[config.mk]
export PLATFORM = sky130hd
export DESIGN_NAME = cpuStatus
export DESIGN_NICKNAME = d
export VERILOG_FILES = /design/src/ks10Pkg.sv /design/src/cpuStatus.sv /design/src/intervalTimer.sv /design/src/piArbiter.sv /design/src/aprFlags.sv /design/src/consoleCtrl.sv
export VERILOG_INCLUDE_DIRS = /design/src
export SDC_FILE = /design/constraint.sdc
export NUM_CORES = 1
export LEC_CHECK = 0
export BUFFER_PORTS_ARGS = -buffer_cell sky130_fd_sc_hd__buf_2
export CAP_MARGIN = 10
export CORE_MARGIN = 2
export CORE_UTILIZATION = 40
export DETAILED_ROUTE_END_ITERATION = 10
export GPL_ROUTABILITY_DRIVEN = 0
export SYNTH_ARGS = -nofsm -noshare
export SYNTH_HDL_FRONTEND = slang
export SYNTH_SLANG_ARGS = --single-unit
export TNS_END_PERCENT = 10
[constraint.sdc]
create_clock -name clk -period 2 [get_ports clk]
set_input_delay 0.4 -clock clk [delete_from_list [all_inputs] [get_ports clk]]
set_output_delay 0.4 -clock clk [all_outputs]
set_load 0.02 [all_outputs]
[src/ks10_settings.svh]
/*
 * KS10 CPU status settings
 * Word widths, APR flag positions, WRAPR/WRPI field positions and the
 * interval timer width. Bit 0 is the MSB of a 36-bit word, so the low
 * end of a field is its rightmost, highest-numbered bit.
 */
`ifndef KS10_SETTINGS_SVH
`define KS10_SETTINGS_SVH

// Word sizes
`define WORD_WIDTH      36               // KS10 data word
`define TIMER_WIDTH     18               // Interval and count registers

// APR flags, index into the flag vector
`define APR_NFLAGS      4
`define FLAG_PWR        0                // Power fail, read bit 32
`define FLAG_NXM        1                // Non-existent memory, read bit 33
`define FLAG_CONS       2                // Console, read bit 34
`define FLAG_INT        3                // Interval done, read bit 35

// RDAPR word layout
`define APR_RDFLAG_LSB  35               // Flags in 32..35
`define APR_RDEN_LSB    27               // Enables in 24..27
`define APR_RDLVL_LSB   22               // PI level in 20..22

// WRAPR fields, 4 bits each, low end given
`define WR_FLAGSET_LSB  35               // Set flags 32..35
`define WR_FLAGCLR_LSB  31               // Clear flags 28..31
`define WR_ENCLR_LSB    27               // Clear enables 24..27
`define WR_ENSET_LSB    23               // Set enables 20..23
`define APR_LEVEL_LSB   20               // Level in 18..20, shares bit 20 with enable set

// Priority interrupt
`define PI_LEVELS       7                // Levels 1 to 7, 0 is none
`define PI_ON_BIT       28               // WRPI/RDPI PI-on
`define PI_MASK_LSB     35               // Level enables in 29..35
`define PI_RDLVL_LSB    27               // Current level in 25..27 on RDPI

`endif
[src/ks10Pkg.sv]
/*
 * KS10 CPU status package
 * Word type, console state and command opcode encodings shared by the
 * console control, APR, PI and timer blocks.
 */
`include "ks10_settings.svh"

package ks10Pkg;

   ////////////////////////////////////////////////////////////////////////////
   //
   // Data word
   //
   ////////////////////////////////////////////////////////////////////////////

   typedef logic [0:`WORD_WIDTH-1] word_t;    // Bit 0 is MSB

   ////////////////////////////////////////////////////////////////////////////
   //
   // Console state
   //
   ////////////////////////////////////////////////////////////////////////////

   typedef enum logic [1:0] {
      stHalted  = 2'd0,                        // Stopped, commands ignored
      stRunning = 2'd1,                        // Free running
      stStep    = 2'd2                         // One cycle, then back to halt
   } consState_t;

   ////////////////////////////////////////////////////////////////////////////
   //
   // Command port opcodes
   //  Stand-ins for the APR/PI/timer microinstructions
   //
   ////////////////////////////////////////////////////////////////////////////

   typedef enum logic [2:0] {
      opNop   = 3'd0,                          // Accepted, no effect
      opWrApr = 3'd1,                          // Flag/enable fields and APR level
      opRdApr = 3'd2,                          // Flags, enables, level
      opWrPi  = 3'd3,                          // PI-on and level mask
      opRdPi  = 3'd4,                          // PI-on, mask, current level
      opWrInt = 3'd5,                          // Interval from low 18 bits
      opRdTim = 3'd6                           // Running count
   } aprOp_t;

   // Code 7 unused

endpackage

[src/cpuStatus.sv]
/*
 * KS10 CPU status top
 * Console control, APR flags, priority interrupt arbiter and interval
 * timer joined by wires.
 */
`timescale 1ns/100ps
`include "ks10_settings.svh"

module cpuStatus (
   input  logic                clk,            // Clock
   input  logic                rst,            // Reset
   input  logic                consRUN,        // Console run
   input  logic                consHALT,       // Console halt
   input  logic                consCONT,       // Console continue
   input  logic                consSTEP,       // Console single step
   input  logic                consTIMEREN,    // Timer enable
   input  logic                pwrIRQ,         // Power fail pulse
   input  logic                nxmIRQ,         // NXM pulse
   input  logic                consIRQ,        // Console interrupt pulse
   input  logic [1:`PI_LEVELS] ubaIRQ,         // Unibus request levels
   input  logic                cmdValid,       // Command strobe
   input  ks10Pkg::aprOp_t     cmdOp,          // Command opcode
   input  ks10Pkg::word_t      cmdData,        // Command data
   output logic                cpuRUN,
   output logic                cpuHALT,
   output logic                cpuCONT,
   output logic                cpuIRQ,
   output logic [0:2]          piNew,
   output ks10Pkg::word_t      rdData
);
   import ks10Pkg::*;

   logic       aprWr;                          // Write strobes
   logic       piWr;
   logic       intWr;
   word_t      wrData;
   word_t      aprRead;                        // Read-back words
   word_t      piRead;
   logic [`WORD_WIDTH-`TIMER_WIDTH:`WORD_WIDTH-1] timerCount;
   logic       timerDone;                      // Interval done pulse
   logic       aprIRQ;
   logic [0:2] aprLevel;

   consoleCtrl uConsoleCtrl (
      .clk(clk), .rst(rst),
      .consRUN(consRUN), .consHALT(consHALT), .consCONT(consCONT), .consSTEP(consSTEP),
      .cmdValid(cmdValid), .cmdOp(cmdOp), .cmdData(cmdData),
      .aprRead(aprRead), .piRead(piRead), .timerCount(timerCount),
      .cpuRUN(cpuRUN), .cpuHALT(cpuHALT), .cpuCONT(cpuCONT),
      .aprWr(aprWr), .piWr(piWr), .intWr(intWr),
      .wrData(wrData), .rdData(rdData)
   );

   aprFlags uAprFlags (
      .clk(clk), .rst(rst), .aprWr(aprWr), .wrData(wrData),
      .pwrIRQ(pwrIRQ), .nxmIRQ(nxmIRQ), .consIRQ(consIRQ), .timerDone(timerDone),
      .aprIRQ(aprIRQ), .aprLevel(aprLevel), .aprRead(aprRead)
   );

   piArbiter uPiArbiter (
      .clk(clk), .rst(rst), .piWr(piWr), .wrData(wrData),
      .ubaIRQ(ubaIRQ), .aprIRQ(aprIRQ), .aprLevel(aprLevel),
      .cpuIRQ(cpuIRQ), .piNew(piNew), .piRead(piRead)
   );

   // Runs only with the console enable and the CPU running
   intervalTimer uIntervalTimer (
      .clk(clk), .rst(rst), .intWr(intWr), .wrData(wrData),
      .timerEn(consTIMEREN), .cpuRUN(cpuRUN),
      .timerDone(timerDone), .timerCount(timerCount)
   );

endmodule

[src/intervalTimer.sv]
/*
 * Interval timer
 * Free counter that runs while enabled and running, compared against a
 * software-loaded interval. Pulses timerDone and restarts on a match.
 */
`timescale 1ns/100ps
`include "ks10_settings.svh"

module intervalTimer (
   input  logic           clk,                 // Clock
   input  logic           rst,                 // Reset
   input  logic           intWr,               // Interval write strobe
   input  ks10Pkg::word_t wrData,              // Interval in low bits
   input  logic           timerEn,             // Console timer enable
   input  logic           cpuRUN,              // CPU running
   output logic           timerDone,           // One cycle per interval
   output logic [`WORD_WIDTH-`TIMER_WIDTH:`WORD_WIDTH-1] timerCount
);

   logic [`WORD_WIDTH-`TIMER_WIDTH:`WORD_WIDTH-1] interval;  // Match value
   logic tick;                                 // Counter advances
   logic match;                                // Interval reached

   assign tick  = timerEn && cpuRUN;
   assign match = (interval != '0) && (timerCount == interval);  // Zero never fires

   always_ff @(posedge clk) begin
      if (rst) begin
         interval   <= '0;
         timerCount <= '0;
         timerDone  <= 1'b0;
      end else begin
         timerDone <= 1'b0;
         if (intWr) begin
            interval   <= wrData[`WORD_WIDTH-`TIMER_WIDTH:`WORD_WIDTH-1];
            timerCount <= '0;                  // New interval starts clean
         end else if (tick) begin
            if (match) begin
               timerCount <= '0;
               timerDone  <= 1'b1;
            end else begin
               timerCount <= timerCount + 1'b1;
            end
         end
      end
   end

endmodule

[src/piArbiter.sv]
/*
 * Priority interrupt arbiter
 * PI-on bit and level enable mask, merge of the APR request into its
 * level, and the registered lowest-numbered active level with the CPU
 * interrupt request.
 */
`timescale 1ns/100ps
`include "ks10_settings.svh"

module piArbiter (
   input  logic                  clk,          // Clock
   input  logic                  rst,          // Reset
   input  logic                  piWr,         // WRPI strobe
   input  ks10Pkg::word_t        wrData,       // WRPI data
   input  logic [1:`PI_LEVELS]   ubaIRQ,       // Unibus requests, levels
   input  logic                  aprIRQ,       // APR request
   input  logic [0:2]            aprLevel,     // APR request level
   output logic                  cpuIRQ,       // Interrupt to CPU
   output logic [0:2]            piNew,        // Level being granted
   output ks10Pkg::word_t        piRead        // RDPI word
);

   logic                piOn;                  // System enable
   logic [1:`PI_LEVELS] piMask;                // Per-level enables
   logic [1:`PI_LEVELS] aprReq;                // APR request by level
   logic [1:`PI_LEVELS] activeReq;             // Requested and enabled
   logic [0:2]          newLevel;

   always_ff @(posedge clk) begin
      if (rst) begin
         piOn   <= 1'b0;
         piMask <= '0;
      end else if (piWr) begin
         piOn   <= wrData[`PI_ON_BIT];
         piMask <= wrData[`PI_MASK_LSB-`PI_LEVELS+1:`PI_MASK_LSB];
      end
   end

   // Level 0 leaves the APR unconnected
   always_comb begin
      aprReq = '0;
      for (int i = 1; i <= `PI_LEVELS; i++) begin
         if (aprIRQ && (aprLevel == 3'(i)))
            aprReq[i] = 1'b1;
      end
   end

   assign activeReq = (ubaIRQ | aprReq) & piMask & {`PI_LEVELS{piOn}};

   ////////////////////////////////////////////////////////////////////////////
   //
   // Priority encoder
   //  Level 1 is highest priority
   //
   ////////////////////////////////////////////////////////////////////////////

   always_comb begin
      newLevel = 3'd0;                         // None pending
      for (int i = `PI_LEVELS; i >= 1; i--) begin
         if (activeReq[i])
            newLevel = 3'(i);                  // Lower number overrides
      end
   end

   always_ff @(posedge clk) begin
      if (rst) begin
         cpuIRQ <= 1'b0;
         piNew  <= 3'd0;
      end else begin
         cpuIRQ <= |activeReq;
         piNew  <= newLevel;
      end
   end

   always_comb begin
      piRead = '0;
      piRead[`PI_ON_BIT]                                = piOn;
      piRead[`PI_MASK_LSB-`PI_LEVELS+1:`PI_MASK_LSB]    = piMask;
      piRead[`PI_RDLVL_LSB-2:`PI_RDLVL_LSB]             = piNew;
   end

endmodule

[src/aprFlags.sv]
/*
 * APR flags
 * Power fail, NXM, console and interval-done flags with their enables
 * and the APR PI level. Raises the APR interrupt request and forms the
 * RDAPR word.
 */
`timescale 1ns/100ps
`include "ks10_settings.svh"

module aprFlags (
   input  logic           clk,                 // Clock
   input  logic           rst,                 // Reset
   input  logic           aprWr,               // WRAPR strobe
   input  ks10Pkg::word_t wrData,              // WRAPR data
   input  logic           pwrIRQ,              // Power fail pulse
   input  logic           nxmIRQ,              // NXM pulse
   input  logic           consIRQ,             // Console pulse
   input  logic           timerDone,           // Interval done pulse
   output logic           aprIRQ,              // Flag and enable both set
   output logic [0:2]     aprLevel,            // PI level of APR request
   output ks10Pkg::word_t aprRead              // RDAPR word
);

   logic [0:`APR_NFLAGS-1] flags;              // APR flags
   logic [0:`APR_NFLAGS-1] enables;            // Per-flag interrupt enables
   logic [0:`APR_NFLAGS-1] irqPulse;           // Hardware set requests
   logic [0:`APR_NFLAGS-1] flagSet;
   logic [0:`APR_NFLAGS-1] flagClr;
   logic [0:`APR_NFLAGS-1] enSet;
   logic [0:`APR_NFLAGS-1] enClr;

   always_comb begin
      irqPulse             = '0;
      irqPulse[`FLAG_PWR]  = pwrIRQ;
      irqPulse[`FLAG_NXM]  = nxmIRQ;
      irqPulse[`FLAG_CONS] = consIRQ;
      irqPulse[`FLAG_INT]  = timerDone;
   end

   // WRAPR fields, zero when no write
   assign flagSet = aprWr ? wrData[`WR_FLAGSET_LSB-`APR_NFLAGS+1:`WR_FLAGSET_LSB] : '0;
   assign flagClr = aprWr ? wrData[`WR_FLAGCLR_LSB-`APR_NFLAGS+1:`WR_FLAGCLR_LSB] : '0;
   assign enSet   = aprWr ? wrData[`WR_ENSET_LSB-`APR_NFLAGS+1:`WR_ENSET_LSB] : '0;
   assign enClr   = aprWr ? wrData[`WR_ENCLR_LSB-`APR_NFLAGS+1:`WR_ENCLR_LSB] : '0;

   ////////////////////////////////////////////////////////////////////////////
   //
   // Flag, enable and level registers
   //
   ////////////////////////////////////////////////////////////////////////////

   always_ff @(posedge clk) begin
      if (rst) begin
         flags    <= '0;
         enables  <= '0;
         aprLevel <= 3'd0;
      end else begin
         flags   <= ((flags & ~flagClr) | flagSet) | irqPulse;  // Pulse wins
         enables <= (enables & ~enClr) | enSet;                 // Clear, then set
         if (aprWr)
            aprLevel <= wrData[`APR_LEVEL_LSB-2:`APR_LEVEL_LSB];
      end
   end

   assign aprIRQ = |(flags & enables);

   // RDAPR word
   always_comb begin
      aprRead = '0;
      aprRead[`APR_RDFLAG_LSB-`APR_NFLAGS+1:`APR_RDFLAG_LSB] = flags;
      aprRead[`APR_RDEN_LSB-`APR_NFLAGS+1:`APR_RDEN_LSB]     = enables;
      aprRead[`APR_RDLVL_LSB-2:`APR_RDLVL_LSB]               = aprLevel;
   end

endmodule

[src/consoleCtrl.sv]
/*
 * Console control
 * Run/halt/continue/step state machine, command acceptance by state,
 * registered write strobes with their data, and the read-back register
 * selected by the command opcode.
 */
`timescale 1ns/100ps
`include "ks10_settings.svh"

module consoleCtrl (
   input  logic                 clk,           // Clock
   input  logic                 rst,           // Reset
   input  logic                 consRUN,       // Run
   input  logic                 consHALT,      // Halt
   input  logic                 consCONT,      // Continue
   input  logic                 consSTEP,      // Single step
   input  logic                 cmdValid,      // Command strobe
   input  ks10Pkg::aprOp_t      cmdOp,         // Command opcode
   input  ks10Pkg::word_t       cmdData,       // Command data
   input  ks10Pkg::word_t       aprRead,       // RDAPR word
   input  ks10Pkg::word_t       piRead,        // RDPI word
   input  logic [`WORD_WIDTH-`TIMER_WIDTH:`WORD_WIDTH-1] timerCount,
   output logic                 cpuRUN,        // Running level
   output logic                 cpuHALT,       // Halted level
   output logic                 cpuCONT,       // Continue pulse
   output logic                 aprWr,         // WRAPR strobe
   output logic                 piWr,          // WRPI strobe
   output logic                 intWr,         // Interval write strobe
   output ks10Pkg::word_t       wrData,        // Data for the strobes
   output ks10Pkg::word_t       rdData         // Read-back
);
   import ks10Pkg::*;

   consState_t state;                          // Console state
   consState_t nextState;
   logic       cmdAccept;                      // Command taken this cycle
   logic       cmdRead;                        // Opcode is a read
   word_t      rdSel;                          // Selected read-back

   ////////////////////////////////////////////////////////////////////////////
   //
   // Console state machine
   //
   ////////////////////////////////////////////////////////////////////////////

   always_comb begin
      nextState = state;
      case (state)
         stHalted: begin
            if (consRUN || consCONT)           // Continue resumes too
               nextState = stRunning;
            else if (consSTEP)
               nextState = stStep;
         end
         stRunning: begin
            if (consHALT)
               nextState = stHalted;
         end
         stStep: nextState = stHalted;         // Single cycle only
         default: nextState = stHalted;
      endcase
   end

   always_ff @(posedge clk) begin
      if (rst) begin
         state   <= stHalted;
         cpuRUN  <= 1'b0;
         cpuHALT <= 1'b1;                      // Comes up halted
         cpuCONT <= 1'b0;
      end else begin
         state   <= nextState;
         cpuRUN  <= (nextState == stRunning);  // Tracks state exactly
         cpuHALT <= (nextState == stHalted);
         cpuCONT <= consCONT && (state == stHalted);
      end
   end

   // Step and run both let commands in
   assign cmdAccept = cmdValid && ((state == stRunning) || (state == stStep));

   ////////////////////////////////////////////////////////////////////////////
   //
   // Command decode
   //
   ////////////////////////////////////////////////////////////////////////////

   always_ff @(posedge clk) begin
      if (rst) begin
         aprWr <= 1'b0;
         piWr  <= 1'b0;
         intWr <= 1'b0;
      end else begin
         aprWr <= cmdAccept && (cmdOp == opWrApr);
         piWr  <= cmdAccept && (cmdOp == opWrPi);
         intWr <= cmdAccept && (cmdOp == opWrInt);
      end
   end

   always_ff @(posedge clk) begin
      if (cmdAccept)
         wrData <= cmdData;                    // Lines up with the strobes
   end

   ////////////////////////////////////////////////////////////////////////////
   //
   // Read-back
   //
   ////////////////////////////////////////////////////////////////////////////

   assign cmdRead = (cmdOp == opRdApr) || (cmdOp == opRdPi) || (cmdOp == opRdTim);

   always_comb begin
      rdSel = '0;
      case (cmdOp)
         opRdApr: rdSel = aprRead;
         opRdPi:  rdSel = piRead;
         opRdTim: rdSel[`WORD_WIDTH-`TIMER_WIDTH:`WORD_WIDTH-1] = timerCount;
         default: rdSel = '0;
      endcase
   end

   // Holds until the next accepted read
   always_ff @(posedge clk) begin
      if (rst)
         rdData <= '0;
      else if (cmdAccept && cmdRead)
         rdData <= rdSel;
   end

endmodule

After elaboration in Yosys (flattened, before gate mapping)
Cells that the tools add are included.

Register bits: 104. Input bits: 57.

Bitwise operators: 12. Equality and inequality tests: 17. Add/sub/neg operators: 1. Reduce and logical (&&, ||, !) cells: 28. Muxes and demuxes: 25.

Operators with widths (number): 18-bit one-hot mux with 3 select lines (1); 3-bit equality test, second input constant (7); 18-bit by 1-bit adder with 18-bit output, second input constant (1); 18-bit equality test (1); 18-bit 2-to-1 mux (1); 18-bit nonzero test (1); 4-bit 2-to-1 mux (4); 1-bit logical AND (15); 7-bit bitwise AND (2); 4-bit bitwise AND (3); 3-bit by 2-bit equality test with 1-bit output, second input constant (4); 3-bit 2-to-1 mux (4); 4-bit OR (3); 2-bit 2-to-1 mux (5); 1-bit 2-to-1 mux (9); 4-bit NOT (2); 4-bit OR reduction (2); 7-bit OR (1); 7-bit OR reduction (1); 3-bit by 1-bit equality test with 1-bit output, second input constant (2); 2-bit by 1-bit equality test with 1-bit output, second input constant (2); 2-bit logical NOT (2); 1-bit logical OR (4); 2-bit one-hot mux with 2 select lines (1); 4 further kinds (5).

Longest topological paths before layout
Depth after elaboration: 14. Gate-level depth with buffers: 9. Gate-level depth less buffers: 7.

Modules after synthesis
From an unflattened synthesis, not the netlist that was laid out.

Cell total of the unflattened synthesis: 613. Area total of the unflattened synthesis: 6578.8 um^2.

By module, submodules not included: consoleCtrl (cells an instance 264, seq. area each 1961.9 um^2, instances 1, area each 3321.9 um^2); intervalTimer (cells an instance 183, seq. area each 740.7 um^2, instances 1, area each 1759.2 um^2); piArbiter (cells an instance 90, seq. area each 240.2 um^2, instances 1, area each 815.8 um^2); aprFlags (cells an instance 76, seq. area each 220.2 um^2, instances 1, area each 681.9 um^2).

Least setup slack after synthesis
No wires, ideal clock.

Path type: register to register. Start point: reg uIntervalTimer.timerCount[31] (netlist bit). End point: reg uIntervalTimer.timerCount[19] (netlist bit). Stages on the path, launching flop included: 8. Setup time: 0.115 ns. Data required time: 1.885 ns. Buffers on the path: 2. Arrival time: 1.678 ns. Path slack: 0.207 ns. Cells stage by stage: dfxtp_1 clkbuf_2 xor2_1 nor4_1 nand3_1 o41ai_4 buf_6 nor2_1.

Cells in the longest elaborated chain, start to end: 3. Elaborated cells between the ends (all ways): 4. Those cells by class: 1 x add/sub; 1 x eq/ne; 1 x mux; 1 x reduce/logical.

RTL lines: start, declared (line intervalTimer.sv:17) `` output logic [`WORD_WIDTH-`TIMER_WIDTH:`WORD_WIDTH-1] timerCount ``; start signal, assigned (line intervalTimer.sv:42) `timerCount <= timerCount + 1'b1;`; branches (longest 2 deep; another with 18-bit by 1-bit adder with 18-bit output); 18-bit 2-to-1 mux * (line intervalTimer.sv:38) `if (match) begin`.

Every way passes the cells marked *. A chain may end at the register's enable or synchronous reset.

Worst setup path after layout
Start point: reg uIntervalTimer.interval[18] (netlist bit). End point: reg uIntervalTimer.timerCount[33] (netlist bit).

Cells in the longest elaborated chain, start to end: 3. Elaborated cells between the ends (all ways): 4. Those cells by class: 1 x eq/ne; 1 x mux; 2 x reduce/logical.

RTL lines: start, declared (line intervalTimer.sv:20) `` logic [`WORD_WIDTH-`TIMER_WIDTH:`WORD_WIDTH-1] interval; ``; start signal, assigned (line intervalTimer.sv:35) `` interval <= wrData[`WORD_WIDTH-`TIMER_WIDTH:`WORD_WIDTH-1]; ``; 18-bit equality test or 18-bit nonzero test (tied branches) (line intervalTimer.sv:25) `assign match = (interval != '0) && (timerCount == interval);`; 1-bit logical AND * (line intervalTimer.sv:25); 18-bit 2-to-1 mux * (line intervalTimer.sv:38).

Every way passes the cells marked *; elsewhere a longest branch is shown, timed or not.

==> summary.txt <==
status - completed
grt ovf - 0
multi-input logic area - 2150 um^2
final wirelength - 11200 um
commonest non-fill, non-tap cells in the layout - dfxtp_1, nor2_1, buf_2
Iter 0 DRT Violations - 235
fmax - 0.551 GHz
commonest non-fill, non-tap cell in the layout - dfxtp_1
Slew @ Worst Pin - 0.621 ns
fill cell count - 1092
Synth Area in XOR/XNOR - 6.57%
PortBufs - 63
PwrDens - 773 nW/um^2
clk slew on worst S/H paths - 0.07 ns
CP Class - flip-flop to flip-flop
Hold Path End - uConsoleCtrl.wrData[17]
register area share after synthesis - 48.5%
Syn Area/Cell - 9.54 um^2
Root Buffer - clkbuf_16
critical path data arrival time - 2.06 ns
DP Wirelength - 8450 um
vias post-DR - 3611
CTS Buf Count - 9
CTS tree - yes
Overall Global Routing Usage - 18.3%
CP required - 2.25 ns
fin crit share - 90.8%
DR pass1 iterations - 4
Power Total - 4.20 mW
Crit Reg-Reg Startpoint - uIntervalTimer.interval[18]
Slew Viols, Final - 0
Sequential Area - 2260 um^2
die area - 12500 um^2
Clock Sinks - 104
number of synthesized register bits - 104
first-pass GRT wire length - 17900 um
worst hold path startpoint - cmdData[17]
Via density - 5.15
layout cell share with drive strength beyond 1 - 20.6%
critical path startpoint category - flip-flop
per-cell routed wire length - 15.9 um
Mapped Cells - 489
initial antenna violation count - 1
clk buf depth - 2
Initial Utilization - 40.9%
Main synth FF type - dfxtp_1
worst reg-to-reg path cell count - 6
Min-Delay Path Class - input pin to flip-flop
RSZ-0062 raised after global routing - false
Slew headroom - 58.5%
number of max-cap violations - 0
Clock Skew - 0.00574 ns
setup TNS - 0 ns
post-route ant nets - 0
Post-synth EDFFs - 18
post-synthesis mux area share - 9.41%
Pleak - 2.20 nW
post-synthesis simple-gate area fraction - 17.9%
IO Count - 100
CP endpoint kind - flip-flop
largest family of logic cells by synthesized area - simple AND/OR/NAND/NOR gates
Period minus WS final - 1.82 ns
H-tree depth - 3
hold path depth - 1
largest net degree at the start of global routing - 29
DRC Markers - 0
setup ws final - 0.184 ns
number of hold violations in the final report - 0
Core Footprint - 11400 um^2
Worst R2R Setup Slack - 0.18 ns
Post-Synthesis Cell Area - 4670 um^2
Ys Warns - 0
FF-to-FF End - uIntervalTimer.timerCount[33]
Max FO, Critical Path - 10
Peak VDD IR - 0.000369 V
die width - 112 um
worst skew pair latency - 0.35 ns
cts hold-fix bufs - 0
# rows - 39
count of cell types in the netlist - 51
Syn-to-layout area delta - 16.3%
pre-CTS WS - 0.123 ns
vias in the first global route - 3444
Post-synth ARST share - 0%
Post-layout nets - 612
adder-cell share of the synthesized area - 0.805%
Die Ht - 112 um
final setup fails - 0
worst hold margin - 0.217 ns
area fraction in compound gates after synthesis - 9.84%
## layer usage
layer	part of all wire (%)	vias to the layer above	global-route usage, %
li1	-	1784	-
met1	46	1711	24.4
met2	47	97	29.3
met3	4.6	19	3.10
met4	2.0	0	8.21
met5	0	-	0
## cell families (layout without fill, tap and decap cells)
group           after synthesis  count (layout)
buf+inv                      60             111
compound gates               64              64
xor+xnor                     35              35
fa+ha+maj                     3               3
simple gates                179             179
flops                       104             104
other cells                   1              19
mux                          43              43
## synthesized netlist by cell type (3+ instances only)
library cell   n  area (um^2)
dfxtp_1       86         1720
nor2_1        81          304
mux2i_1       36          360
xor2_1        28          245
nand2_1       27          101
a21oi_1       22          110
clkbuf_1      22         82.6
buf_4         21          158
edfxtp_1      18          541
nor3_1        15         75.1
a22oi_1       12         90.1
nand3_1       11         55.1
inv_1         10         37.5
nand4_1        8         50.1
nor4_1         8         50.1
mux2_2         7         78.8
xnor2_1        7         61.3
o21ai_0        6         30.0
nand2b_1       5         31.3
nor2b_1        5         31.3
a221oi_1       4         35.0
a2111oi_0      3         26.3
a32oi_1        3         26.3
and2_1         3         18.8
ha_1           3         37.5
nor3b_1        3         22.5
or3_1          3         18.8
## cell type report
class / instances / area share, %
clock inverters: 6 / 0.945
diodes: 1 / 0.0461
inverters: 10 / 0.692
clock buffers: 10 / 4.40
multi-input cells: 342 / 39.6
repair buffers: 85 / 9.32
well taps: 143 / 3.30
flip-flops and latches: 104 / 41.7
## state kept, by name (all words and copies together) (netlist names), 3 cells and up
name,cells
uAprFlags.aprLevel,3
uAprFlags.enables,4
uAprFlags.flags,4
uConsoleCtrl.rdData,18
uConsoleCtrl.wrData,18
uIntervalTimer.interval,18
uIntervalTimer.timerCount,18
uPiArbiter.piMask,7
uPiArbiter.piNew,3
## power breakdown
group	switching [mW]	total [mW]	internal, mW
registers	0.0388	2.21	2.17
logic	0.169	0.270	0.101
clock network	0.821	1.71	0.894
total	1.03	4.20	3.17
## worst max path at each step
stage / start / endpoint / cells after the start
after floorplan: uIntervalTimer.timerCount[31] / uIntervalTimer.timerCount[19] / 7
after global placement: uConsoleCtrl.state[1] / uConsoleCtrl.rdData[4] / 8
after detailed placement: uConsoleCtrl.state[1] / uConsoleCtrl.rdData[14] / 8
after CTS: uConsoleCtrl.state[0] / uConsoleCtrl.rdData[14] / 8
after global routing: uAprFlags.enables[3] / uPiArbiter.piNew[1] / 5
final: uIntervalTimer.interval[18] / uIntervalTimer.timerCount[33] / 6
## worst max-delay path, cell delays in order (launching register included)
cell,delay [ns]
dfxtp_1,0.36
xor2_1,0.18
nor4_1,0.29
nand3_1,0.19
o41ai_4,0.39
buf_4,0.23
nor2_1,0.06
## repair_timing
| action | in CTS | in global routing |
|---|---|---|
| buffers inserted | 0 | 0 |
| gates resized for setup | 0 | 1 |
| setup endpoints to repair | 0 | 3 |
| hold endpoints to repair | 0 | 0 |
## per-stage QoR
| step | util (%) | std cells | cell area, um^2 |
|---|---|---|---|
| finish | 47.5 | 701 | 5430 |
| CTS | 47.5 | 700 | 5420 |
| global placement | 44.9 | 684 | 5130 |
| floorplan | - | 506 | 4730 |
| detailed placement | 44.9 | 684 | 5130 |
| global route | 47.5 | 701 | 5430 |
Note: power is estimated with default switching activity, not from simulation.
